[config.mk]
export PLATFORM = sky130hd
export DESIGN_NAME = axi_lite_isolate
export DESIGN_NICKNAME = d
export VERILOG_FILES = /design/src/rtl/isol_pkg.sv /design/src/rtl/axi_lite_isolate.sv /design/src/rtl/isol_ctrl.sv /design/src/rtl/isol_err_slave.sv /design/src/rtl/isol_pending_cnt.sv /design/src/rtl/isol_route.sv
export SDC_FILE = /design/constraint.sdc
export NUM_CORES = 1
export LEC_CHECK = 0
export BUFFER_PORTS_ARGS = -buffer_cell sky130_fd_sc_hd__buf_2
export CAP_MARGIN = 20
export CORE_AREA = 2 2 99 101
export CTS_CLUSTER_SIZE = 20
export DETAILED_ROUTE_END_ITERATION = 6
export DIE_AREA = 0 0 101 103
export PLACE_DENSITY = 0.67
export REMOVE_ABC_BUFFERS = 1
export SYNTH_ARGS = -nofsm -noshare
export SYNTH_HDL_FRONTEND = slang
export SYNTH_SLANG_ARGS = --single-unit
[constraint.sdc]
create_clock -name clk_i -period 3.89 [get_ports clk_i]
set_clock_uncertainty 0.05 [all_clocks]
set_input_delay 0.5835 -clock clk_i [delete_from_list [all_inputs] [get_ports clk_i]]
set_output_delay 0.5835 -clock clk_i [all_outputs]
set_load 0.01 [all_outputs]
[src/rtl/isol_pkg.sv]
// single-beat AXI4-Lite-style bus only, no bursts, atomics, strobes or user bits
package isol_pkg;

  // bus geometry of both the slave port and the master port
  localparam int unsigned ADDR_W = 16;
  localparam int unsigned DATA_W = 32;
  localparam int unsigned ID_W   = 4;
  localparam int unsigned RESP_W = 2;

  // response codes as the bus encodes them on B and R
  localparam logic [RESP_W-1:0] RESP_OKAY   = 2'b00;
  localparam logic [RESP_W-1:0] RESP_SLVERR = 2'b10;

  // open transactions allowed per direction before new addresses are stalled
  localparam int unsigned NUM_PENDING = 4;

  // the counter has to reach NUM_PENDING itself, so one extra state is needed
  localparam int unsigned CNT_W = $clog2(NUM_PENDING + 1);

  // read data handed back while the master port is cut off (hexspeak for isolated)
  localparam logic [DATA_W-1:0] ISOLATED_DATA = 32'h1501A7ED;

endpackage

[src/rtl/axi_lite_isolate.sv]
// dropping isolate_i while a local error response is still unaccepted strands that response
`timescale 1ns/100ps

module axi_lite_isolate import isol_pkg::*; (
  input  logic              clk_i,
  input  logic              reset_i,
  input  logic              isolate_i,
  output logic              isolated_o,
  input  logic              slv_aw_valid_i,
  output logic              slv_aw_ready_o,
  input  logic [ID_W-1:0]   slv_aw_id_i,
  input  logic [ADDR_W-1:0] slv_aw_addr_i,
  input  logic              slv_w_valid_i,
  output logic              slv_w_ready_o,
  input  logic [DATA_W-1:0] slv_w_data_i,
  output logic              slv_b_valid_o,
  input  logic              slv_b_ready_i,
  output logic [ID_W-1:0]   slv_b_id_o,
  output logic [RESP_W-1:0] slv_b_resp_o,
  input  logic              slv_ar_valid_i,
  output logic              slv_ar_ready_o,
  input  logic [ID_W-1:0]   slv_ar_id_i,
  input  logic [ADDR_W-1:0] slv_ar_addr_i,
  output logic              slv_r_valid_o,
  input  logic              slv_r_ready_i,
  output logic [ID_W-1:0]   slv_r_id_o,
  output logic [DATA_W-1:0] slv_r_data_o,
  output logic [RESP_W-1:0] slv_r_resp_o,
  output logic              mst_aw_valid_o,
  input  logic              mst_aw_ready_i,
  output logic [ID_W-1:0]   mst_aw_id_o,
  output logic [ADDR_W-1:0] mst_aw_addr_o,
  output logic              mst_w_valid_o,
  input  logic              mst_w_ready_i,
  output logic [DATA_W-1:0] mst_w_data_o,
  input  logic              mst_b_valid_i,
  output logic              mst_b_ready_o,
  input  logic [ID_W-1:0]   mst_b_id_i,
  input  logic [RESP_W-1:0] mst_b_resp_i,
  output logic              mst_ar_valid_o,
  input  logic              mst_ar_ready_i,
  output logic [ID_W-1:0]   mst_ar_id_o,
  output logic [ADDR_W-1:0] mst_ar_addr_o,
  input  logic              mst_r_valid_i,
  output logic              mst_r_ready_o,
  input  logic [ID_W-1:0]   mst_r_id_i,
  input  logic [DATA_W-1:0] mst_r_data_i,
  input  logic [RESP_W-1:0] mst_r_resp_i
);

  logic              block_aw;
  logic              block_ar;
  logic              err_aw_valid;
  logic              err_aw_ready;
  logic [ID_W-1:0]   err_aw_id;
  logic              err_w_valid;
  logic              err_w_ready;
  logic              err_b_valid;
  logic              err_b_ready;
  logic [ID_W-1:0]   err_b_id;
  logic [RESP_W-1:0] err_b_resp;
  logic              err_ar_valid;
  logic              err_ar_ready;
  logic [ID_W-1:0]   err_ar_id;
  logic              err_r_valid;
  logic              err_r_ready;
  logic [ID_W-1:0]   err_r_id;
  logic [DATA_W-1:0] err_r_data;
  logic [RESP_W-1:0] err_r_resp;

  // the controller counts what actually crosses the master port after the router
  isol_ctrl isol_ctrl_i (
    .clk_i          (clk_i),
    .reset_i        (reset_i),
    .isolate_i      (isolate_i),
    .mst_aw_valid_i (mst_aw_valid_o),
    .mst_aw_ready_i (mst_aw_ready_i),
    .mst_b_valid_i  (mst_b_valid_i),
    .mst_b_ready_i  (mst_b_ready_o),
    .mst_ar_valid_i (mst_ar_valid_o),
    .mst_ar_ready_i (mst_ar_ready_i),
    .mst_r_valid_i  (mst_r_valid_i),
    .mst_r_ready_i  (mst_r_ready_o),
    .block_aw_o     (block_aw),
    .block_ar_o     (block_ar),
    .isolated_o     (isolated_o)
  );

  // routing to the error slave follows the registered isolated state exactly
  isol_route isol_route_i (
    .slv_aw_valid_i (slv_aw_valid_i),
    .slv_aw_id_i    (slv_aw_id_i),
    .slv_aw_addr_i  (slv_aw_addr_i),
    .slv_w_valid_i  (slv_w_valid_i),
    .slv_w_data_i   (slv_w_data_i),
    .slv_b_ready_i  (slv_b_ready_i),
    .slv_ar_valid_i (slv_ar_valid_i),
    .slv_ar_id_i    (slv_ar_id_i),
    .slv_ar_addr_i  (slv_ar_addr_i),
    .slv_r_ready_i  (slv_r_ready_i),
    .slv_aw_ready_o (slv_aw_ready_o),
    .slv_w_ready_o  (slv_w_ready_o),
    .slv_b_valid_o  (slv_b_valid_o),
    .slv_b_id_o     (slv_b_id_o),
    .slv_b_resp_o   (slv_b_resp_o),
    .slv_ar_ready_o (slv_ar_ready_o),
    .slv_r_valid_o  (slv_r_valid_o),
    .slv_r_id_o     (slv_r_id_o),
    .slv_r_data_o   (slv_r_data_o),
    .slv_r_resp_o   (slv_r_resp_o),
    .mst_aw_ready_i (mst_aw_ready_i),
    .mst_w_ready_i  (mst_w_ready_i),
    .mst_b_valid_i  (mst_b_valid_i),
    .mst_b_id_i     (mst_b_id_i),
    .mst_b_resp_i   (mst_b_resp_i),
    .mst_ar_ready_i (mst_ar_ready_i),
    .mst_r_valid_i  (mst_r_valid_i),
    .mst_r_id_i     (mst_r_id_i),
    .mst_r_data_i   (mst_r_data_i),
    .mst_r_resp_i   (mst_r_resp_i),
    .mst_aw_valid_o (mst_aw_valid_o),
    .mst_aw_id_o    (mst_aw_id_o),
    .mst_aw_addr_o  (mst_aw_addr_o),
    .mst_w_valid_o  (mst_w_valid_o),
    .mst_w_data_o   (mst_w_data_o),
    .mst_b_ready_o  (mst_b_ready_o),
    .mst_ar_valid_o (mst_ar_valid_o),
    .mst_ar_id_o    (mst_ar_id_o),
    .mst_ar_addr_o  (mst_ar_addr_o),
    .mst_r_ready_o  (mst_r_ready_o),
    .err_aw_ready_i (err_aw_ready),
    .err_w_ready_i  (err_w_ready),
    .err_b_valid_i  (err_b_valid),
    .err_b_id_i     (err_b_id),
    .err_b_resp_i   (err_b_resp),
    .err_ar_ready_i (err_ar_ready),
    .err_r_valid_i  (err_r_valid),
    .err_r_id_i     (err_r_id),
    .err_r_data_i   (err_r_data),
    .err_r_resp_i   (err_r_resp),
    .err_aw_valid_o (err_aw_valid),
    .err_aw_id_o    (err_aw_id),
    .err_w_valid_o  (err_w_valid),
    .err_b_ready_o  (err_b_ready),
    .err_ar_valid_o (err_ar_valid),
    .err_ar_id_o    (err_ar_id),
    .err_r_ready_o  (err_r_ready),
    .block_aw_i     (block_aw),
    .block_ar_i     (block_ar),
    .route_err_i    (isolated_o)
  );

  isol_err_slave isol_err_slave_i (
    .clk_i          (clk_i),
    .reset_i        (reset_i),
    .err_aw_valid_i (err_aw_valid),
    .err_aw_id_i    (err_aw_id),
    .err_w_valid_i  (err_w_valid),
    .err_b_ready_i  (err_b_ready),
    .err_ar_valid_i (err_ar_valid),
    .err_ar_id_i    (err_ar_id),
    .err_r_ready_i  (err_r_ready),
    .err_aw_ready_o (err_aw_ready),
    .err_w_ready_o  (err_w_ready),
    .err_b_valid_o  (err_b_valid),
    .err_b_id_o     (err_b_id),
    .err_b_resp_o   (err_b_resp),
    .err_ar_ready_o (err_ar_ready),
    .err_r_valid_o  (err_r_valid),
    .err_r_id_o     (err_r_id),
    .err_r_data_o   (err_r_data),
    .err_r_resp_o   (err_r_resp)
  );

endmodule

[src/rtl/isol_ctrl.sv]
// handshake inputs must be the router's master-side signals, so stalled addresses never count
`timescale 1ns/100ps

module isol_ctrl (
  input  logic clk_i,
  input  logic reset_i,
  input  logic isolate_i,
  input  logic mst_aw_valid_i,
  input  logic mst_aw_ready_i,
  input  logic mst_b_valid_i,
  input  logic mst_b_ready_i,
  input  logic mst_ar_valid_i,
  input  logic mst_ar_ready_i,
  input  logic mst_r_valid_i,
  input  logic mst_r_ready_i,
  output logic block_aw_o,
  output logic block_ar_o,
  output logic isolated_o
);

  logic aw_fire;
  logic b_fire;
  logic ar_fire;
  logic r_fire;
  logic wr_empty;
  logic wr_full;
  logic rd_empty;
  logic rd_full;
  logic isolated_q;

  // a transfer on the master port is a cycle where valid and ready meet
  assign aw_fire = mst_aw_valid_i & mst_aw_ready_i;
  assign b_fire  = mst_b_valid_i & mst_b_ready_i;
  assign ar_fire = mst_ar_valid_i & mst_ar_ready_i;
  assign r_fire  = mst_r_valid_i & mst_r_ready_i;

  // a write stays open from its AW until its B comes back
  isol_pending_cnt wr_cnt_i (
    .clk_i   (clk_i),
    .reset_i (reset_i),
    .inc_i   (aw_fire),
    .dec_i   (b_fire),
    .empty_o (wr_empty),
    .full_o  (wr_full)
  );

  // a read stays open from its AR until its R comes back
  isol_pending_cnt rd_cnt_i (
    .clk_i   (clk_i),
    .reset_i (reset_i),
    .inc_i   (ar_fire),
    .dec_i   (r_fire),
    .empty_o (rd_empty),
    .full_o  (rd_full)
  );

  // isolation is entered only once the drain has finished in both directions,
  // and it is left on the first edge that sees the request withdrawn
  always_ff @(posedge clk_i) begin
    if (reset_i) begin
      isolated_q <= 1'b0;
    end else if (!isolate_i) begin
      isolated_q <= 1'b0;
    end else if (wr_empty && rd_empty) begin
      isolated_q <= 1'b1;
    end
  end

  // new addresses stop as soon as isolation is requested or a direction is at its limit
  assign block_aw_o = isolate_i | wr_full;
  assign block_ar_o = isolate_i | rd_full;
  assign isolated_o = isolated_q;

endmodule

[src/rtl/isol_err_slave.sv]
// one write and one read in flight at most, and a pending response survives a routing change
`timescale 1ns/100ps

module isol_err_slave import isol_pkg::*; (
  input  logic              clk_i,
  input  logic              reset_i,
  input  logic              err_aw_valid_i,
  input  logic [ID_W-1:0]   err_aw_id_i,
  input  logic              err_w_valid_i,
  input  logic              err_b_ready_i,
  input  logic              err_ar_valid_i,
  input  logic [ID_W-1:0]   err_ar_id_i,
  input  logic              err_r_ready_i,
  output logic              err_aw_ready_o,
  output logic              err_w_ready_o,
  output logic              err_b_valid_o,
  output logic [ID_W-1:0]   err_b_id_o,
  output logic [RESP_W-1:0] err_b_resp_o,
  output logic              err_ar_ready_o,
  output logic              err_r_valid_o,
  output logic [ID_W-1:0]   err_r_id_o,
  output logic [DATA_W-1:0] err_r_data_o,
  output logic [RESP_W-1:0] err_r_resp_o
);

  logic aw_taken_q;
  logic w_taken_q;
  logic b_valid_q;
  logic r_valid_q;
  logic aw_fire;
  logic w_fire;
  logic ar_fire;
  logic [ID_W-1:0] b_id_q;
  logic [ID_W-1:0] r_id_q;

  // each half of the write is taken once, and the taken flag stays set until B is gone
  assign err_aw_ready_o = !aw_taken_q;
  assign err_w_ready_o  = !w_taken_q;
  assign aw_fire        = err_aw_valid_i & err_aw_ready_o;
  assign w_fire         = err_w_valid_i & err_w_ready_o;

  // B goes up on the edge that completes the pair, whichever half arrives last
  always_ff @(posedge clk_i) begin
    if (reset_i) begin
      aw_taken_q <= 1'b0;
      w_taken_q  <= 1'b0;
      b_valid_q  <= 1'b0;
    end else if (b_valid_q && err_b_ready_i) begin
      aw_taken_q <= 1'b0;
      w_taken_q  <= 1'b0;
      b_valid_q  <= 1'b0;
    end else begin
      if (aw_fire) begin
        aw_taken_q <= 1'b1;
      end
      if (w_fire) begin
        w_taken_q <= 1'b1;
      end
      if ((aw_taken_q || aw_fire) && (w_taken_q || w_fire)) begin
        b_valid_q <= 1'b1;
      end
    end
  end

  // the read answer is pending from the AR transfer until R is accepted
  assign err_ar_ready_o = !r_valid_q;
  assign ar_fire        = err_ar_valid_i & err_ar_ready_o;

  always_ff @(posedge clk_i) begin
    if (reset_i) begin
      r_valid_q <= 1'b0;
    end else if (ar_fire) begin
      r_valid_q <= 1'b1;
    end else if (err_r_ready_i) begin
      r_valid_q <= 1'b0;
    end
  end

  // IDs are only sampled on the address transfer and are echoed back unchanged
  always_ff @(posedge clk_i) begin
    if (aw_fire) begin
      b_id_q <= err_aw_id_i;
    end
    if (ar_fire) begin
      r_id_q <= err_ar_id_i;
    end
  end

  assign err_b_valid_o = b_valid_q;
  assign err_b_id_o    = b_id_q;
  assign err_b_resp_o  = RESP_SLVERR;
  assign err_r_valid_o = r_valid_q;
  assign err_r_id_o    = r_id_q;
  assign err_r_data_o  = ISOLATED_DATA;
  assign err_r_resp_o  = RESP_SLVERR;

endmodule

[src/rtl/isol_pending_cnt.sv]
// never increment while full_o is high, the count does not saturate on its own
`timescale 1ns/100ps

module isol_pending_cnt import isol_pkg::*; (
  input  logic clk_i,
  input  logic reset_i,
  input  logic inc_i,
  input  logic dec_i,
  output logic empty_o,
  output logic full_o
);

  // number of transactions that have been issued but not yet answered
  logic [CNT_W-1:0] count_q;
  logic [CNT_W-1:0] count_d;

  // a request and a response in the same cycle cancel each other out
  always_comb begin
    count_d = count_q;
    if (inc_i && !dec_i) begin
      count_d = count_q + 1'b1;
    end else if (dec_i && !inc_i) begin
      count_d = count_q - 1'b1;
    end
  end

  always_ff @(posedge clk_i) begin
    if (reset_i) begin
      count_q <= '0;
    end else begin
      count_q <= count_d;
    end
  end

  // both flags look at the registered count, so an update shows one cycle later
  assign empty_o = (count_q == '0);
  assign full_o  = (count_q == CNT_W'(NUM_PENDING));

endmodule

[src/rtl/isol_route.sv]
// W is never stalled, so the downstream slave must not accept W ahead of its AW
`timescale 1ns/100ps

module isol_route import isol_pkg::*; (
  input  logic              slv_aw_valid_i,
  input  logic [ID_W-1:0]   slv_aw_id_i,
  input  logic [ADDR_W-1:0] slv_aw_addr_i,
  input  logic              slv_w_valid_i,
  input  logic [DATA_W-1:0] slv_w_data_i,
  input  logic              slv_b_ready_i,
  input  logic              slv_ar_valid_i,
  input  logic [ID_W-1:0]   slv_ar_id_i,
  input  logic [ADDR_W-1:0] slv_ar_addr_i,
  input  logic              slv_r_ready_i,
  output logic              slv_aw_ready_o,
  output logic              slv_w_ready_o,
  output logic              slv_b_valid_o,
  output logic [ID_W-1:0]   slv_b_id_o,
  output logic [RESP_W-1:0] slv_b_resp_o,
  output logic              slv_ar_ready_o,
  output logic              slv_r_valid_o,
  output logic [ID_W-1:0]   slv_r_id_o,
  output logic [DATA_W-1:0] slv_r_data_o,
  output logic [RESP_W-1:0] slv_r_resp_o,
  input  logic              mst_aw_ready_i,
  input  logic              mst_w_ready_i,
  input  logic              mst_b_valid_i,
  input  logic [ID_W-1:0]   mst_b_id_i,
  input  logic [RESP_W-1:0] mst_b_resp_i,
  input  logic              mst_ar_ready_i,
  input  logic              mst_r_valid_i,
  input  logic [ID_W-1:0]   mst_r_id_i,
  input  logic [DATA_W-1:0] mst_r_data_i,
  input  logic [RESP_W-1:0] mst_r_resp_i,
  output logic              mst_aw_valid_o,
  output logic [ID_W-1:0]   mst_aw_id_o,
  output logic [ADDR_W-1:0] mst_aw_addr_o,
  output logic              mst_w_valid_o,
  output logic [DATA_W-1:0] mst_w_data_o,
  output logic              mst_b_ready_o,
  output logic              mst_ar_valid_o,
  output logic [ID_W-1:0]   mst_ar_id_o,
  output logic [ADDR_W-1:0] mst_ar_addr_o,
  output logic              mst_r_ready_o,
  input  logic              err_aw_ready_i,
  input  logic              err_w_ready_i,
  input  logic              err_b_valid_i,
  input  logic [ID_W-1:0]   err_b_id_i,
  input  logic [RESP_W-1:0] err_b_resp_i,
  input  logic              err_ar_ready_i,
  input  logic              err_r_valid_i,
  input  logic [ID_W-1:0]   err_r_id_i,
  input  logic [DATA_W-1:0] err_r_data_i,
  input  logic [RESP_W-1:0] err_r_resp_i,
  output logic              err_aw_valid_o,
  output logic [ID_W-1:0]   err_aw_id_o,
  output logic              err_w_valid_o,
  output logic              err_b_ready_o,
  output logic              err_ar_valid_o,
  output logic [ID_W-1:0]   err_ar_id_o,
  output logic              err_r_ready_o,
  input  logic              block_aw_i,
  input  logic              block_ar_i,
  input  logic              route_err_i
);

  always_comb begin
    // whichever side is not selected sees all zeros
    mst_aw_valid_o = 1'b0;
    mst_aw_id_o    = '0;
    mst_aw_addr_o  = '0;
    mst_w_valid_o  = 1'b0;
    mst_w_data_o   = '0;
    mst_b_ready_o  = 1'b0;
    mst_ar_valid_o = 1'b0;
    mst_ar_id_o    = '0;
    mst_ar_addr_o  = '0;
    mst_r_ready_o  = 1'b0;
    err_aw_valid_o = 1'b0;
    err_aw_id_o    = '0;
    err_w_valid_o  = 1'b0;
    err_b_ready_o  = 1'b0;
    err_ar_valid_o = 1'b0;
    err_ar_id_o    = '0;
    err_r_ready_o  = 1'b0;
    if (route_err_i) begin
      // isolated, the local responder answers everything and is never stalled
      err_aw_valid_o = slv_aw_valid_i;
      err_aw_id_o    = slv_aw_id_i;
      err_w_valid_o  = slv_w_valid_i;
      err_b_ready_o  = slv_b_ready_i;
      err_ar_valid_o = slv_ar_valid_i;
      err_ar_id_o    = slv_ar_id_i;
      err_r_ready_o  = slv_r_ready_i;
      slv_aw_ready_o = err_aw_ready_i;
      slv_w_ready_o  = err_w_ready_i;
      slv_b_valid_o  = err_b_valid_i;
      slv_b_id_o     = err_b_id_i;
      slv_b_resp_o   = err_b_resp_i;
      slv_ar_ready_o = err_ar_ready_i;
      slv_r_valid_o  = err_r_valid_i;
      slv_r_id_o     = err_r_id_i;
      slv_r_data_o   = err_r_data_i;
      slv_r_resp_o   = err_r_resp_i;
    end else begin
      // a blocked address is hidden from both sides, so neither valid nor ready leaks through
      mst_aw_valid_o = slv_aw_valid_i & !block_aw_i;
      mst_aw_id_o    = slv_aw_id_i;
      mst_aw_addr_o  = slv_aw_addr_i;
      mst_w_valid_o  = slv_w_valid_i;
      mst_w_data_o   = slv_w_data_i;
      mst_b_ready_o  = slv_b_ready_i;
      mst_ar_valid_o = slv_ar_valid_i & !block_ar_i;
      mst_ar_id_o    = slv_ar_id_i;
      mst_ar_addr_o  = slv_ar_addr_i;
      mst_r_ready_o  = slv_r_ready_i;
      slv_aw_ready_o = mst_aw_ready_i & !block_aw_i;
      slv_w_ready_o  = mst_w_ready_i;
      slv_b_valid_o  = mst_b_valid_i;
      slv_b_id_o     = mst_b_id_i;
      slv_b_resp_o   = mst_b_resp_i;
      slv_ar_ready_o = mst_ar_ready_i & !block_ar_i;
      slv_r_valid_o  = mst_r_valid_i;
      slv_r_id_o     = mst_r_id_i;
      slv_r_data_o   = mst_r_data_i;
      slv_r_resp_o   = mst_r_resp_i;
    end
  end

endmodule

==> results of run 1 <==
-- area by class of cell --
class | instances | area (sq um)
fillers | 1011 | 6289
repair buffers | 256 | 1284
multi-input cells | 178 | 1212
flip-flops and latches | 19 | 464.2
well taps | 114 | 142.6
clock buffers | 3 | 41.29
inverters | 5 | 18.77
clock inverters | 1 | 7.507
-- sequential cells by signal (all words and copies together), names as in the netlist --
register,count
isol_ctrl_i.isolated_o,1
isol_ctrl_i.rd_cnt_i.count_q,3
isol_ctrl_i.wr_cnt_i.count_q,3
isol_err_slave_i.aw_taken_q,1
isol_err_slave_i.err_b_id_o,4
isol_err_slave_i.err_b_valid_o,1
isol_err_slave_i.err_r_id_o,4
isol_err_slave_i.err_r_valid_o,1
isol_err_slave_i.w_taken_q,1
-- Yosys cell counts, drive strengths merged (2+ instances only) --
cell     n
inv      5
buf     15
o21ai    2
clkbuf   2
a32o     2
mux2    10
nor2    10
dfxtp   11
and3     4
a21oi    5
mux2i    3
and4     2
and2     8
nor2b   94
xor2     4
nand2    5
or3      2
edfxtp   8
fa       2
or2     17
ha       2
-- report_power, final --
group,internal [mW],leakage (nW),switching (mW)
combinational,0.263,1.55,0.276
clock,0.0721,0.0217,0.0685
sequential,0.232,0.163,0.0507
-- layer usage --
metal	track usage, %	vias to the layer above
met5	0	-
met4	1.455	0
met3	2.576	4
met2	21.74	97
met1	16.31	1066
li1	-	1179
-- logic make-up (layout without fill, tap and decap cells) --
group | count (synthesis) | after routing | synth area share [%]
buffers and inverters | 22 | 265 | 7.281
DFF | 19 | 19 | 25.52
AOI/OAI and AO/OA | 13 | 13 | 5.063
adders and majority gates | 4 | 4 | 3.606
muxes | 13 | 13 | 7.906
and+or+nand+nor | 144 | 144 | 48.68
xor gates and xnor gates | 4 | 4 | 1.942
-- worst paths after layout --
kind	end	slack, ns	depth (start not counted)
max	slv_b_valid_o	0.97	3
min reg2reg	isol_err_slave_i.aw_taken_q	0.44	2
max reg2reg	isol_ctrl_i.wr_cnt_i.count_q[2]	1.34	8
min	isol_err_slave_i.aw_taken_q	0.44	2
-- worst max-delay path: stages, from the launching register on --
cell and delay, ns:
sky130_fd_sc_hd__dfxtp_4 0.86, sky130_fd_sc_hd__buf_4 0.58, sky130_fd_sc_hd__mux2_2 0.39, sky130_fd_sc_hd__buf_2 0.14
-- layout by cell type, fill, tap and decap left out, types with 2 or more instances in the layout --
cell / n
sky130_fd_sc_hd__or2_1: 12
sky130_fd_sc_hd__o21ai_0: 2
sky130_fd_sc_hd__mux2_2: 10
sky130_fd_sc_hd__and4_1: 2
sky130_fd_sc_hd__a21oi_1: 5
sky130_fd_sc_hd__edfxtp_1: 8
sky130_fd_sc_hd__xor2_1: 4
sky130_fd_sc_hd__or2_2: 5
sky130_fd_sc_hd__inv_1: 5
sky130_fd_sc_hd__and2_1: 8
sky130_fd_sc_hd__dfxtp_1: 10
sky130_fd_sc_hd__mux2i_1: 3
sky130_fd_sc_hd__or3_1: 2
sky130_fd_sc_hd__fa_1: 2
sky130_fd_sc_hd__buf_2: 255
sky130_fd_sc_hd__nor2b_1: 94
sky130_fd_sc_hd__clkbuf_8: 3
sky130_fd_sc_hd__nand2_1: 5
sky130_fd_sc_hd__and3_1: 4
sky130_fd_sc_hd__ha_1: 2
sky130_fd_sc_hd__a32o_1: 2
sky130_fd_sc_hd__nor2_1: 9
==> impl_results.html, run 1 <==
<table>
<tr><th>Metric</th><th>Value</th></tr>
<tr><th colspan="2">Die</th></tr>
<tr><td>Ports</td><td>256</td></tr>
<tr><td>Die width</td><td>101 um</td></tr>
<tr><td>Die height</td><td>103 um</td></tr>
<tr><td>Starting density of the core</td><td>19.07%</td></tr>
<tr><td>Std cell rows</td><td>36</td></tr>
<tr><td>Die area</td><td>10400 sq um</td></tr>
<tr><td>Core Area</td><td>9459 sq um</td></tr>
<tr><th colspan="2">Placement</th></tr>
<tr><td>Post-detail-place hpwl</td><td>6741 um</td></tr>
<tr><td>Final Wtd Congestion</td><td>0.7799</td></tr>
<tr><td>Placement-stage cell area</td><td>3122 sq um</td></tr>
<tr><td>Port Buf Inserts</td><td>255</td></tr>
<tr><td>Placed Instances</td><td>572</td></tr>
<tr><td>Post-placement worst setup slack</td><td>1.240 ns</td></tr>
<tr><th colspan="2">Timing</th></tr>
<tr><td>Minimum hold slack</td><td>0.4435 ns</td></tr>
<tr><td>Count of final hold-check violations</td><td>0</td></tr>
<tr><td>Final Setup Violations</td><td>0</td></tr>
<tr><td>Final setup margin</td><td>0.9680 ns</td></tr>
<tr><td>Slew margin rel.</td><td>46.47%</td></tr>
<tr><td>Post-route clock period utilization</td><td>75.12%</td></tr>
<tr><td>Final Max Tran Viols</td><td>0</td></tr>
<tr><td>RSZ-0062 raised after global routing</td><td>no</td></tr>
<tr><td>Final period demand of the worst path</td><td>2.922 ns</td></tr>
<tr><td>Setup TNS</td><td>0 ns</td></tr>
<tr><td>Fmax achieved</td><td>342.2 MHz</td></tr>
<tr><td>Worst slew pin tran</td><td>0.8030 ns</td></tr>
<tr><th colspan="2">Cells and area</th></tr>
<tr><td>Share of post-route cells with drive strength above 1</td><td>60.39%</td></tr>
<tr><td>Number of standard cells in the final layout excluding fillers</td><td>576</td></tr>
<tr><td># nets final</td><td>596</td></tr>
<tr><td>Post-layout utilization of the core</td><td>33.52%</td></tr>
<tr><td>N_diodes</td><td>0</td></tr>
<tr><td>Final Cell Area</td><td>3171 sq um</td></tr>
<tr><td>Synth-to-Final Area Change</td><td>75.73%</td></tr>
<tr><th colspan="2">Synthesis</th></tr>
<tr><td>Yosys Warn Count</td><td>0</td></tr>
<tr><td>Register bit count reported by yosys</td><td>19</td></tr>
<tr><td>Synthesized area divided by synthesized cell count</td><td>8.238 sq um</td></tr>
<tr><td>Synthesized netlist cell count</td><td>219</td></tr>
<tr><td>Leading register cell type out of synthesis</td><td>sky130_fd_sc_hd__dfxtp_1</td></tr>
<tr><td>Synth top area share</td><td>32.59%</td></tr>
<tr><td>Post-synthesis sequential area ratio</td><td>25.52%</td></tr>
<tr><td>Synth area leaders</td><td>sky130_fd_sc_hd__nor2b_1, sky130_fd_sc_hd__edfxtp_1, sky130_fd_sc_hd__dfxtp_1</td></tr>
<tr><td>Count of unique library cells instantiated by Yosys</td><td>31</td></tr>
<tr><td>Share of synthesized flip-flops with an asynchronous set or reset</td><td>0%</td></tr>
<tr><td>Largest area contributor in the synthesized netlist</td><td>sky130_fd_sc_hd__nor2b_1</td></tr>
<tr><td>Total standard cell area after synthesis</td><td>1804 sq um</td></tr>
<tr><td>Number of enable-type register cells in the synthesized netlist</td><td>8</td></tr>
<tr><th colspan="2">Routing</th></tr>
<tr><td>Drt first-iter violations</td><td>28</td></tr>
<tr><td>First-pass iteration count of the detailed router</td><td>4</td></tr>
<tr><td>Met2 routed wirelength</td><td>3938 um</td></tr>
<tr><td>M1 wire length</td><td>3246 um</td></tr>
<tr><td>Final routed wirelength across all metal layers</td><td>7842 um</td></tr>
<tr><td>Count of nets left with antenna violations after detail routing</td><td>0</td></tr>
<tr><td>DR DRC count</td><td>0</td></tr>
<tr><td>Per-cell routed wire length</td><td>13.61 um</td></tr>
<tr><td>Highest metal layer used by the detailed router</td><td>met4</td></tr>
<tr><td>Met3 layer wire length in the routed design</td><td>604 um</td></tr>
<tr><td>Via count normalized by instance count</td><td>4.073</td></tr>
<tr><td>Via count of the routed design</td><td>2346</td></tr>
<tr><th colspan="2">Global routing</th></tr>
<tr><td>Pin count of the biggest net entering global routing</td><td>87</td></tr>
<tr><td>Antenna violations before repair</td><td>0</td></tr>
<tr><td>Overflow left after global routing</td><td>0</td></tr>
<tr><td>Vias in the first global route</td><td>1992</td></tr>
<tr><td>Wire length of the first global-routing pass</td><td>10250 um</td></tr>
<tr><td>Combined global-route utilization of all metal layers</td><td>12.43%</td></tr>
<tr><th colspan="2">Clock tree</th></tr>
<tr><td>Number of buffers inserted by hold repair at cts</td><td>0</td></tr>
<tr><td># clock sinks</td><td>19</td></tr>
<tr><td>Clock latency on the worst-skew pair</td><td>0.25 ns</td></tr>
<tr><td>Max Root-Sink Buffers</td><td>2</td></tr>
<tr><td>Post-cts repair resize count</td><td>0</td></tr>
<tr><td>Root Driver</td><td>sky130_fd_sc_hd__clkbuf_8</td></tr>
<tr><td>Number of clock buffers inserted by TritonCTS</td><td>3</td></tr>
<tr><td># H-tree levels</td><td>1</td></tr>
<tr><td>Post CTS Setup Buffer Count</td><td>0</td></tr>
<tr><td>Clock tree from TritonCTS</td><td>built</td></tr>
<tr><td>Clock-pin slew of the registers on the worst-case setup and hold paths</td><td>0.08 ns</td></tr>
<tr><th colspan="2">Flow run</th></tr>
<tr><td>Number of violations of the max-capacitance limit</td><td>0</td></tr>
<tr><th colspan="2">Critical path</th></tr>
<tr><td>Worst Path Required</td><td>3.26 ns</td></tr>
<tr><td>FF-to-FF Start</td><td>isol_ctrl_i.isolated_o</td></tr>
<tr><td>Worst path arrival time</td><td>2.29 ns</td></tr>
<tr><td>Crit start category</td><td>flip-flop</td></tr>
<tr><td>Origin of the worst setup path</td><td>isol_ctrl_i.isolated_o</td></tr>
<tr><td>Critical Setup Path Class</td><td>flip-flop to output pin</td></tr>
<tr><td>Maximum fanout along the worst path</td><td>86</td></tr>
<tr><td>Worst Setup End Kind</td><td>output pin</td></tr>
<tr><th colspan="2">Status</th></tr>
<tr><td>Result of the run</td><td>completed</td></tr>
<tr><th colspan="2">Power</th></tr>
<tr><td>Overall Power</td><td>0.9622 mW</td></tr>
<tr><td>Pleak</td><td>1.734 nW</td></tr>
<tr><td>Power per Cell Area</td><td>303.5 nW/um^2</td></tr>
<tr><td>Max IR drop VDD</td><td>208.1 uV</td></tr>
<tr><th colspan="2">Hold path</th></tr>
<tr><td>Worst Hold Launch</td><td>isol_err_slave_i.aw_taken_q</td></tr>
<tr><td>Worst hold path type</td><td>flip-flop to flip-flop</td></tr>
</table>
(Power assumes the default switching activity.)
==> run 2: changes to the inputs <==
==> constraint.sdc (replaced) <==
create_clock -name clk_i -period 2.7 [get_ports clk_i]
set_clock_uncertainty 0.05 [all_clocks]
set_input_delay 0.405 -clock clk_i [delete_from_list [all_inputs] [get_ports clk_i]]
set_output_delay 0.405 -clock clk_i [all_outputs]
set_load 0.01 [all_outputs]
==> run 2 against run 1 <==
Against the previous run: die area did not move; wire length rose by 1.1%; combinational power rose by 53%; clock power rose by 45%; worst hold slack got worse by 0.14 ns; via count rose by 2.5%; setup slack got worse by 0.58 ns; final cell count rose by 0.17%; global-route usage rose by 0.24 points; core utilization rose by 0.079 points; sequential share of layout area barely moved; cell area rose by 0.24%.
==> impl_results.html, run 2 (synthesis results as in run 1) <==
<table>
<tr><th>Metric</th><th>Value</th></tr>
<tr><th colspan="2">Global routing</th></tr>
<tr><td>Wire length of the first global-routing pass</td><td>10470 um (+2.2%)</td></tr>
<tr><td>Combined global-route utilization of all metal layers</td><td>12.66% (+0.24 points)</td></tr>
<tr><td>Pin count of the biggest net entering global routing</td><td>93 (+6.9%)</td></tr>
<tr><td>Antenna violations before repair</td><td>2 (+2)</td></tr>
<tr><td>Overflow left after global routing</td><td>0 (unchanged)</td></tr>
<tr><td>Vias in the first global route</td><td>2063 (+3.6%)</td></tr>
<tr><th colspan="2">Cells and area</th></tr>
<tr><td>Final Cell Area</td><td>3178 sq um (+0.24%)</td></tr>
<tr><td>Synth-to-Final Area Change</td><td>76.14%</td></tr>
<tr><td>Multi-input gate area</td><td>1212 sq um (unchanged)</td></tr>
<tr><td>Commonest non-fill, non-tap cell in the layout</td><td>sky130_fd_sc_hd__buf_2</td></tr>
<tr><td>Number of standard cells in the final layout excluding fillers</td><td>577 (+0.17%)</td></tr>
<tr><td>FILL cells</td><td>1029 (+1.8%)</td></tr>
<tr><td>Commonest cells after routing, fill and taps aside</td><td>sky130_fd_sc_hd__buf_2, sky130_fd_sc_hd__nor2b_1, sky130_fd_sc_hd__or2_1, sky130_fd_sc_hd__mux2_2, sky130_fd_sc_hd__dfxtp_1</td></tr>
<tr><td>N_diodes</td><td>0 (unchanged)</td></tr>
<tr><td>Share of post-route cells with drive strength above 1</td><td>60.48% (+0.086 points)</td></tr>
<tr><td>Flip-flop and latch area</td><td>464.2 sq um (unchanged)</td></tr>
<tr><td># nets final</td><td>597 (+0.17%)</td></tr>
<tr><th colspan="2">Routing</th></tr>
<tr><td>Drt first-iter violations</td><td>38 (+36%)</td></tr>
<tr><td>Final routed wirelength across all metal layers</td><td>7928 um (+1.1%)</td></tr>
<tr><td>Met3 layer wire length in the routed design</td><td>611 um (+1.2%)</td></tr>
<tr><td>DR DRC count</td><td>0 (unchanged)</td></tr>
<tr><td>First-pass iteration count of the detailed router</td><td>4 (unchanged)</td></tr>
<tr><td>Highest metal layer used by the detailed router</td><td>met5</td></tr>
<tr><td>Via count of the routed design</td><td>2405 (+2.5%)</td></tr>
<tr><td>Count of nets left with antenna violations after detail routing</td><td>0 (unchanged)</td></tr>
<tr><td>Per-cell routed wire length</td><td>13.74 um (+0.92%)</td></tr>
<tr><td>Met2 routed wirelength</td><td>4024 um (+2.2%)</td></tr>
<tr><td>M1 wire length</td><td>3183 um (-1.9%)</td></tr>
<tr><td>Via count normalized by instance count</td><td>4.168 (+2.3%)</td></tr>
<tr><th colspan="2">Critical path</th></tr>
<tr><td>Critical Setup Path Class</td><td>flip-flop to output pin</td></tr>
<tr><td>Worst Path Required</td><td>2.25 ns (-1.01 ns)</td></tr>
<tr><td>Cell with the biggest individual delay on the critical path</td><td>sky130_fd_sc_hd__buf_4</td></tr>
<tr><td>Maximum fanout along the worst path</td><td>92 (+7.0%)</td></tr>
<tr><td>Number of buffers and inverters on the critical path</td><td>2 (unchanged)</td></tr>
<tr><td>Worst Setup End Kind</td><td>output pin</td></tr>
<tr><td>Worst path arrival time</td><td>1.86 ns (-0.43 ns)</td></tr>
<tr><td>Critical path's top delay family</td><td>buffers and inverters</td></tr>
<tr><td>Peak per-stage delay on the critical path</td><td>0.60 ns (-0.26 ns)</td></tr>
<tr><td>Critical-path cell list</td><td>buf_4, mux2_2, buf_2</td></tr>
<tr><td>Crit start category</td><td>flip-flop</td></tr>
<tr><th colspan="2">Clock tree</th></tr>
<tr><td>Clock tree from TritonCTS</td><td>built</td></tr>
<tr><td># clock sinks</td><td>19 (unchanged)</td></tr>
<tr><td>Clock latency on the worst-skew pair</td><td>0.25 ns (about the same)</td></tr>
<tr><td>Root Driver</td><td>sky130_fd_sc_hd__clkbuf_8</td></tr>
<tr><td>Clock-pin slew of the registers on the worst-case setup and hold paths</td><td>0.08 ns (about the same)</td></tr>
<tr><td>Number of buffers inserted by hold repair at cts</td><td>0 (unchanged)</td></tr>
<tr><td>Post-cts repair resize count</td><td>0 (unchanged)</td></tr>
<tr><td>Number of clock buffers inserted by TritonCTS</td><td>3 (unchanged)</td></tr>
<tr><td>Post CTS Setup Buffer Count</td><td>0 (unchanged)</td></tr>
<tr><td>Max Root-Sink Buffers</td><td>2 (unchanged)</td></tr>
<tr><td># H-tree levels</td><td>1 (unchanged)</td></tr>
<tr><th colspan="2">Placement</th></tr>
<tr><td>Port Buf Inserts</td><td>255 (unchanged)</td></tr>
<tr><td>Placement-stage cell area</td><td>3129 sq um (+0.24%)</td></tr>
<tr><td>Final Wtd Congestion</td><td>0.7509 (-3.7%)</td></tr>
<tr><td>Post-placement worst setup slack</td><td>0.3821 ns (-0.8582 ns)</td></tr>
<tr><td>Placed Instances</td><td>573 (+0.17%)</td></tr>
<tr><td>Post-detail-place hpwl</td><td>6920 um (+2.7%)</td></tr>
<tr><th colspan="2">Flow run</th></tr>
<tr><td>Number of violations of the max-capacitance limit</td><td>0 (unchanged)</td></tr>
<tr><th colspan="2">Power</th></tr>
<tr><td>Max IR drop VDD</td><td>239.7 uV (+15%)</td></tr>
<tr><td>Pleak</td><td>1.739 nW (+0.31%)</td></tr>
<tr><td>Power per Cell Area</td><td>438.1 nW/um^2 (+44%)</td></tr>
<tr><th colspan="2">Timing</th></tr>
<tr><td>Final setup margin</td><td>0.3853 ns (-0.5827 ns)</td></tr>
<tr><td>Fmax achieved</td><td>432.0 MHz</td></tr>
<tr><td>Final Max Tran Viols</td><td>0 (unchanged)</td></tr>
<tr><td>RSZ-0062 raised after global routing</td><td>no</td></tr>
<tr><td>Setup TNS</td><td>0 ns (unchanged)</td></tr>
<tr><td>Slew margin rel.</td><td>46.15% (-0.32 points)</td></tr>
<tr><td>Post-route clock period utilization</td><td>85.73%</td></tr>
<tr><td>Count of final hold-check violations</td><td>0 (unchanged)</td></tr>
<tr><td>Final period demand of the worst path</td><td>2.315 ns</td></tr>
<tr><td>Worst slew pin tran</td><td>0.8077 ns (+0.004731 ns)</td></tr>
<tr><td>Final Setup Violations</td><td>0 (unchanged)</td></tr>
<tr><th colspan="2">Die</th></tr>
<tr><td>Die height</td><td>103 um (unchanged)</td></tr>
<tr><td>Die area</td><td>10400 sq um (unchanged)</td></tr>
<tr><td>Die width</td><td>101 um (unchanged)</td></tr>
<tr><td>Starting density of the core</td><td>19.07% (unchanged)</td></tr>
<tr><td>Core Area</td><td>9459 sq um (unchanged)</td></tr>
<tr><td>Std cell rows</td><td>36 (unchanged)</td></tr>
<tr><td>Ports</td><td>256 (unchanged)</td></tr>
<tr><th colspan="2">Status</th></tr>
<tr><td>Result of the run</td><td>completed</td></tr>
<tr><th colspan="2">Hold path</th></tr>
<tr><td>Worst hold path type</td><td>input pin to flip-flop</td></tr>
</table>
[run 2: area by class of cell]
cell class                 count  share of cell area (%)
clock buffer                   3                   1.299
multi-input combinational    178                   38.15
sequential                    19                   14.61
timing repair buffer         257                   40.63
tap                          114                   4.488
inverter                       5                  0.5906
clock inverter                 1                  0.2362
[run 2: worst paths after layout]
check	depth (start not counted)	to	slack (ns)	from
worst min-delay path	2	isol_err_slave_i.err_r_valid_o	0.31	slv_r_ready_i
worst max register to register	9	isol_ctrl_i.rd_cnt_i.count_q[2]	0.47	isol_ctrl_i.rd_cnt_i.count_q[0]
worst max-delay path	3	slv_r_id_o[2]	0.39	isol_ctrl_i.isolated_o
worst min register to register	2	isol_err_slave_i.w_taken_q	0.45	isol_err_slave_i.w_taken_q
[run 2: worst register-to-register path: stages (launching register included)]
cell	delay (ns)
sky130_fd_sc_hd__dfxtp_1	0.41
sky130_fd_sc_hd__nor2_1	0.09
sky130_fd_sc_hd__nand2_1	0.11
sky130_fd_sc_hd__and4_1	0.21
sky130_fd_sc_hd__ha_1	0.18
sky130_fd_sc_hd__inv_1	0.07
sky130_fd_sc_hd__fa_1	0.43
sky130_fd_sc_hd__xor2_1	0.17
sky130_fd_sc_hd__or3_1	0.30
sky130_fd_sc_hd__a21oi_1	0.14
[run 2: through the flow]
stage / hold slack (ns) / utilization (%) / total power, mW
after detailed placement: 0.4359 / 33.08 / 1.204
after floorplan: 0.4071 / - / 0.8238
after global routing: 0.3121 / 33.60 / 1.514
final: 0.3080 / 33.60 / 1.392
after global placement: 0.4290 / 33.08 / 1.185
after CTS: 0.2983 / 33.60 / 1.421
[run 2: report_power, final]
part	internal [mW]	switching [mW]	total [mW]
combinational	0.383	0.444	0.827
sequential	0.334	0.0276	0.361
clock	0.104	0.100	0.204
[run 2: routing by layer]
layer  vias to the layer above  GRT usage [%]
li1                       1181              -
met1                      1110          16.29
met2                       100          22.05
met3                        10          3.119
met4                         4          1.767
met5                         -              0
==> run 3: changes to the inputs <==
==> constraint.sdc (replaced) <==
create_clock -name clk_i -period 2.2 [get_ports clk_i]
set_clock_uncertainty 0.05 [all_clocks]
set_input_delay 0.33 -clock clk_i [delete_from_list [all_inputs] [get_ports clk_i]]
set_output_delay 0.33 -clock clk_i [all_outputs]
set_load 0.01 [all_outputs]
==> run 3 against run 2 <==
Against the previous run: clock-buffer cell count stayed put; sequential share of layout area is 0.32 points lower; sequential power is 22% higher; critical endpoint is now isol_ctrl_i.rd_cnt_i.count_q[2].
==> impl_results.html, run 3 (synthesis results as in run 1) <==
<table>
<tr><th>Metric</th><th>Value</th></tr>
<tr><th colspan="2">Critical path</th></tr>
<tr><td>Number of buffers and inverters on the critical path</td><td>1 (-1)</td></tr>
<tr><td>Peak per-stage delay on the critical path</td><td>0.44 ns (-0.16 ns)</td></tr>
<tr><td>Number of cells on the worst reg-to-reg path</td><td>8 (-1)</td></tr>
<tr><td>Critical Setup Path Class</td><td>flip-flop to flip-flop</td></tr>
<tr><td>Number of logic stages on the critical path including buffering</td><td>8 (+5)</td></tr>
<tr><td>Worst-case register-to-register setup slack</td><td>0.04 ns (-0.43 ns)</td></tr>
<tr><td>End of the worst register-to-register path</td><td>isol_ctrl_i.rd_cnt_i.count_q[2]</td></tr>
<tr><td>Crit start category</td><td>flip-flop</td></tr>
<tr><td>Worst Setup End Kind</td><td>flip-flop</td></tr>
<tr><td>Cell with the biggest individual delay on the critical path</td><td>sky130_fd_sc_hd__fa_1</td></tr>
<tr><td>Maximum fanout along the worst path</td><td>4 (-96%)</td></tr>
<tr><td>Critical path's top delay family</td><td>simple AND/OR/NAND/NOR gates</td></tr>
<tr><td>Worst Path Required</td><td>2.34 ns (+0.09 ns)</td></tr>
<tr><td>FF-to-FF Start</td><td>isol_ctrl_i.isolated_o</td></tr>
<tr><td>Worst path arrival time</td><td>2.30 ns (+0.44 ns)</td></tr>
<tr><td>Critical-path cell list</td><td>nor2_4, and4_1, ha_2, inv_1, fa_1, xor2_1, or3_1, a21oi_1</td></tr>
<tr><th colspan="2">Timing</th></tr>
<tr><td>Count of final hold-check violations</td><td>0 (unchanged)</td></tr>
<tr><td>Final period demand of the worst path</td><td>2.155 ns</td></tr>
<tr><td>Fmax achieved</td><td>464.0 MHz</td></tr>
<tr><td>Worst slew pin tran</td><td>0.4642 ns (-0.3435 ns)</td></tr>
<tr><td>Slew margin rel.</td><td>69.05% (+23 points)</td></tr>
<tr><td>Post-route clock period utilization</td><td>97.96%</td></tr>
<tr><td>Final Max Tran Viols</td><td>0 (unchanged)</td></tr>
<tr><td>Minimum hold slack</td><td>0.2325 ns (-0.07553 ns)</td></tr>
<tr><td>Final Setup Violations</td><td>0 (unchanged)</td></tr>
<tr><th colspan="2">Die</th></tr>
<tr><td>Ports</td><td>256 (unchanged)</td></tr>
<tr><td>Starting density of the core</td><td>19.07% (unchanged)</td></tr>
<tr><td>Std cell rows</td><td>36 (unchanged)</td></tr>
<tr><td>Die area</td><td>10400 sq um (unchanged)</td></tr>
<tr><td>Die height</td><td>103 um (unchanged)</td></tr>
<tr><td>Core Area</td><td>9459 sq um (unchanged)</td></tr>
<tr><td>Die width</td><td>101 um (unchanged)</td></tr>
<tr><th colspan="2">Global routing</th></tr>
<tr><td>Antenna violations before repair</td><td>2 (unchanged)</td></tr>
<tr><td>Wire length of the first global-routing pass</td><td>10490 um (+0.13%)</td></tr>
<tr><td>Combined global-route utilization of all metal layers</td><td>12.64% (-0.025 points)</td></tr>
<tr><td>Pin count of the biggest net entering global routing</td><td>129 (+39%)</td></tr>
<tr><td>Vias in the first global route</td><td>2156 (+4.5%)</td></tr>
<tr><td>Overflow left after global routing</td><td>0 (unchanged)</td></tr>
<tr><th colspan="2">Clock tree</th></tr>
<tr><td># H-tree levels</td><td>1 (unchanged)</td></tr>
<tr><td>Max Root-Sink Buffers</td><td>2 (unchanged)</td></tr>
<tr><td>Root Driver</td><td>sky130_fd_sc_hd__clkbuf_8</td></tr>
<tr><td>Clock latency on the worst-skew pair</td><td>0.26 ns (about the same)</td></tr>
<tr><td># clock sinks</td><td>19 (unchanged)</td></tr>
<tr><td>Number of clock buffers inserted by TritonCTS</td><td>3 (unchanged)</td></tr>
<tr><td>Clock tree from TritonCTS</td><td>built</td></tr>
<tr><td>Number of buffers inserted by hold repair at cts</td><td>0 (unchanged)</td></tr>
<tr><td>Clock-pin slew of the registers on the worst-case setup and hold paths</td><td>0.08 ns (about the same)</td></tr>
<tr><th colspan="2">Placement</th></tr>
<tr><td>Final Wtd Congestion</td><td>0.7537 (+0.37%)</td></tr>
<tr><td>Port Buf Inserts</td><td>255 (unchanged)</td></tr>
<tr><td>Placement-stage cell area</td><td>3149 sq um (+0.64%)</td></tr>
<tr><td>Post-detail-place hpwl</td><td>6762 um (-2.3%)</td></tr>
<tr><th colspan="2">Hold path</th></tr>
<tr><td>Worst hold path type</td><td>input pin to flip-flop</td></tr>
<tr><td>Worst Hold Launch</td><td>slv_r_ready_i</td></tr>
<tr><td>Number of instances on the worst hold path</td><td>2 (unchanged)</td></tr>
<tr><td>Endpoint of the worst hold path</td><td>isol_err_slave_i.err_r_valid_o</td></tr>
<tr><th colspan="2">Power</th></tr>
<tr><td>Power per Cell Area</td><td>543.1 nW/um^2 (+24%)</td></tr>
<tr><td>Portion of total power attributed to combinational logic</td><td>61.0% (+1.6 points)</td></tr>
<tr><td>Proportion of total power due to net switching</td><td>40.65% (-0.44 points)</td></tr>
<tr><td>Max IR drop VDD</td><td>362.3 uV (+51%)</td></tr>
<tr><td>Pleak</td><td>1.788 nW (+2.8%)</td></tr>
<tr><td>Internal Dissipation</td><td>1.059 mW (+29%)</td></tr>
<tr><td>Power spent charging and discharging nets</td><td>0.7250 mW (+27%)</td></tr>
<tr><td>Share of power burned in registers</td><td>24.6% (-1.3 points)</td></tr>
<tr><td>Clock network fraction of total power</td><td>14.4% (-0.3 points)</td></tr>
<tr><th colspan="2">Routing</th></tr>
<tr><td>Via count normalized by instance count</td><td>4.201 (+0.80%)</td></tr>
<tr><td>Drt first-iter violations</td><td>60 (+58%)</td></tr>
<tr><td>Final routed wirelength across all metal layers</td><td>8006 um (+0.98%)</td></tr>
<tr><td>Via count of the routed design</td><td>2462 (+2.4%)</td></tr>
<tr><td>Count of nets left with antenna violations after detail routing</td><td>0 (unchanged)</td></tr>
<tr><td>Per-cell routed wire length</td><td>13.66 um (-0.57%)</td></tr>
<tr><td>DR DRC count</td><td>0 (unchanged)</td></tr>
<tr><td>First-pass iteration count of the detailed router</td><td>4 (unchanged)</td></tr>
<tr><th colspan="2">Cells and area</th></tr>
<tr><td>Synth-to-Final Area Change</td><td>82.04%</td></tr>
<tr><td># nets final</td><td>606 (+1.5%)</td></tr>
<tr><td>Commonest cells after routing, fill and taps aside</td><td>sky130_fd_sc_hd__buf_2, sky130_fd_sc_hd__nor2b_1, sky130_fd_sc_hd__or2_1, sky130_fd_sc_hd__mux2_2</td></tr>
<tr><td>N_diodes</td><td>0 (unchanged)</td></tr>
<tr><td>Final Cell Area</td><td>3284 sq um (+3.3%)</td></tr>
<tr><td>Commonest non-fill, non-tap cell in the layout</td><td>sky130_fd_sc_hd__buf_2</td></tr>
<tr><td>Share of post-route cells with drive strength above 1</td><td>62.71% (+2.2 points)</td></tr>
<tr><td>FILL cells</td><td>1016 (-1.3%)</td></tr>
<tr><th colspan="2">Flow run</th></tr>
<tr><td>Number of violations of the max-capacitance limit</td><td>0 (unchanged)</td></tr>
<tr><th colspan="2">Status</th></tr>
<tr><td>Result of the run</td><td>completed</td></tr>
</table>
[run 3: cell count changes in the layout (fill, tap and decap cells not counted)]
cell,previous run,this run
sky130_fd_sc_hd__dfxtp_1,10,6
sky130_fd_sc_hd__buf_12,0,2
sky130_fd_sc_hd__ha_2,0,2
sky130_fd_sc_hd__buf_4,2,9
sky130_fd_sc_hd__ha_1,2,0
sky130_fd_sc_hd__a21oi_2,0,1
sky130_fd_sc_hd__a21oi_1,5,4
sky130_fd_sc_hd__dfxtp_2,0,4
[run 3: how the worst max path moves through the flow]
| stage | endpoint | slack [ns] | start |
|---|---|---|---|
| floorplan | isol_ctrl_i.rd_cnt_i.count_q[2] | -2.26 | isol_ctrl_i.isolated_o |
| global placement | isol_ctrl_i.rd_cnt_i.count_q[2] | 0.04 | isolate_i |
| detailed placement | isol_ctrl_i.rd_cnt_i.count_q[2] | -0.05 | isolate_i |
| CTS | isol_ctrl_i.wr_cnt_i.count_q[2] | 0.0004 | isol_ctrl_i.wr_cnt_i.count_q[1] |
| global route | isol_ctrl_i.rd_cnt_i.count_q[2] | -0.01 | isol_ctrl_i.isolated_o |
| finish | isol_ctrl_i.rd_cnt_i.count_q[2] | 0.04 | isol_ctrl_i.isolated_o |
[run 3: layout make-up]
class	count	area [sq um]	area share [%]
clock buffers	3	41.29	1.257
flip-flops and latches	19	469.2	14.29
clock inverters	1	7.507	0.2286
repair buffers	266	1384	42.13
multi-input cells	178	1221	37.18
inverters	5	18.77	0.5714
well taps	114	142.6	4.343
[run 3: repair_timing]
action,in CTS,in global routing
buffers inserted,0,8
resized for setup,2,5
endpoints found under the setup margin,2,2
pin swaps,1,5
hold endpoints to repair,0,0
[run 3: power groups by stage]
stage	clock network (mW)	registers, mW	logic (mW)
2_1_floorplan	0	0.513	0.498
5_1_grt	0.279	0.444	1.20
3_3_place_gp	0	0.449	1.02
3_5_place_dp	0	0.451	1.04
4_1_cts	0.266	0.445	1.04
6_report	0.257	0.439	1.09
[run 3: metal layers]
layer,GRT usage (%),share of wire [%]
met5,0,0.41
met4,1.975,0.76
met1,15.97,40
met3,3.322,7.6
met2,22.10,51
[run 3: per-stage QoR]
stage | power [mW] | utilization [%] | std cells | setup TNS (ns) | setup slack [ns]
2_1_floorplan | 1.011 | - | 202 | -164.74 | -2.256
3_3_place_gp | 1.468 | 33.29 | 574 | 0 | 0.04004
3_5_place_dp | 1.489 | 33.29 | 574 | -0.08428 | -0.05332
4_1_cts | 1.754 | 33.84 | 578 | 0 | 0.0003570
5_1_grt | 1.928 | 34.72 | 586 | -0.01481 | -0.01213
6_report | 1.784 | 34.72 | 586 | 0 | 0.04496
[run 3: worst reg2reg max path, stage by stage (launching register included)]
cell and delay [ns]:
sky130_fd_sc_hd__dfxtp_4 0.37, sky130_fd_sc_hd__nor2_4 0.14, sky130_fd_sc_hd__and4_1 0.21, sky130_fd_sc_hd__ha_2 0.20, sky130_fd_sc_hd__inv_1 0.06, sky130_fd_sc_hd__fa_1 0.44, sky130_fd_sc_hd__xor2_1 0.18, sky130_fd_sc_hd__or3_1 0.30
sky130_fd_sc_hd__a21oi_1 0.13
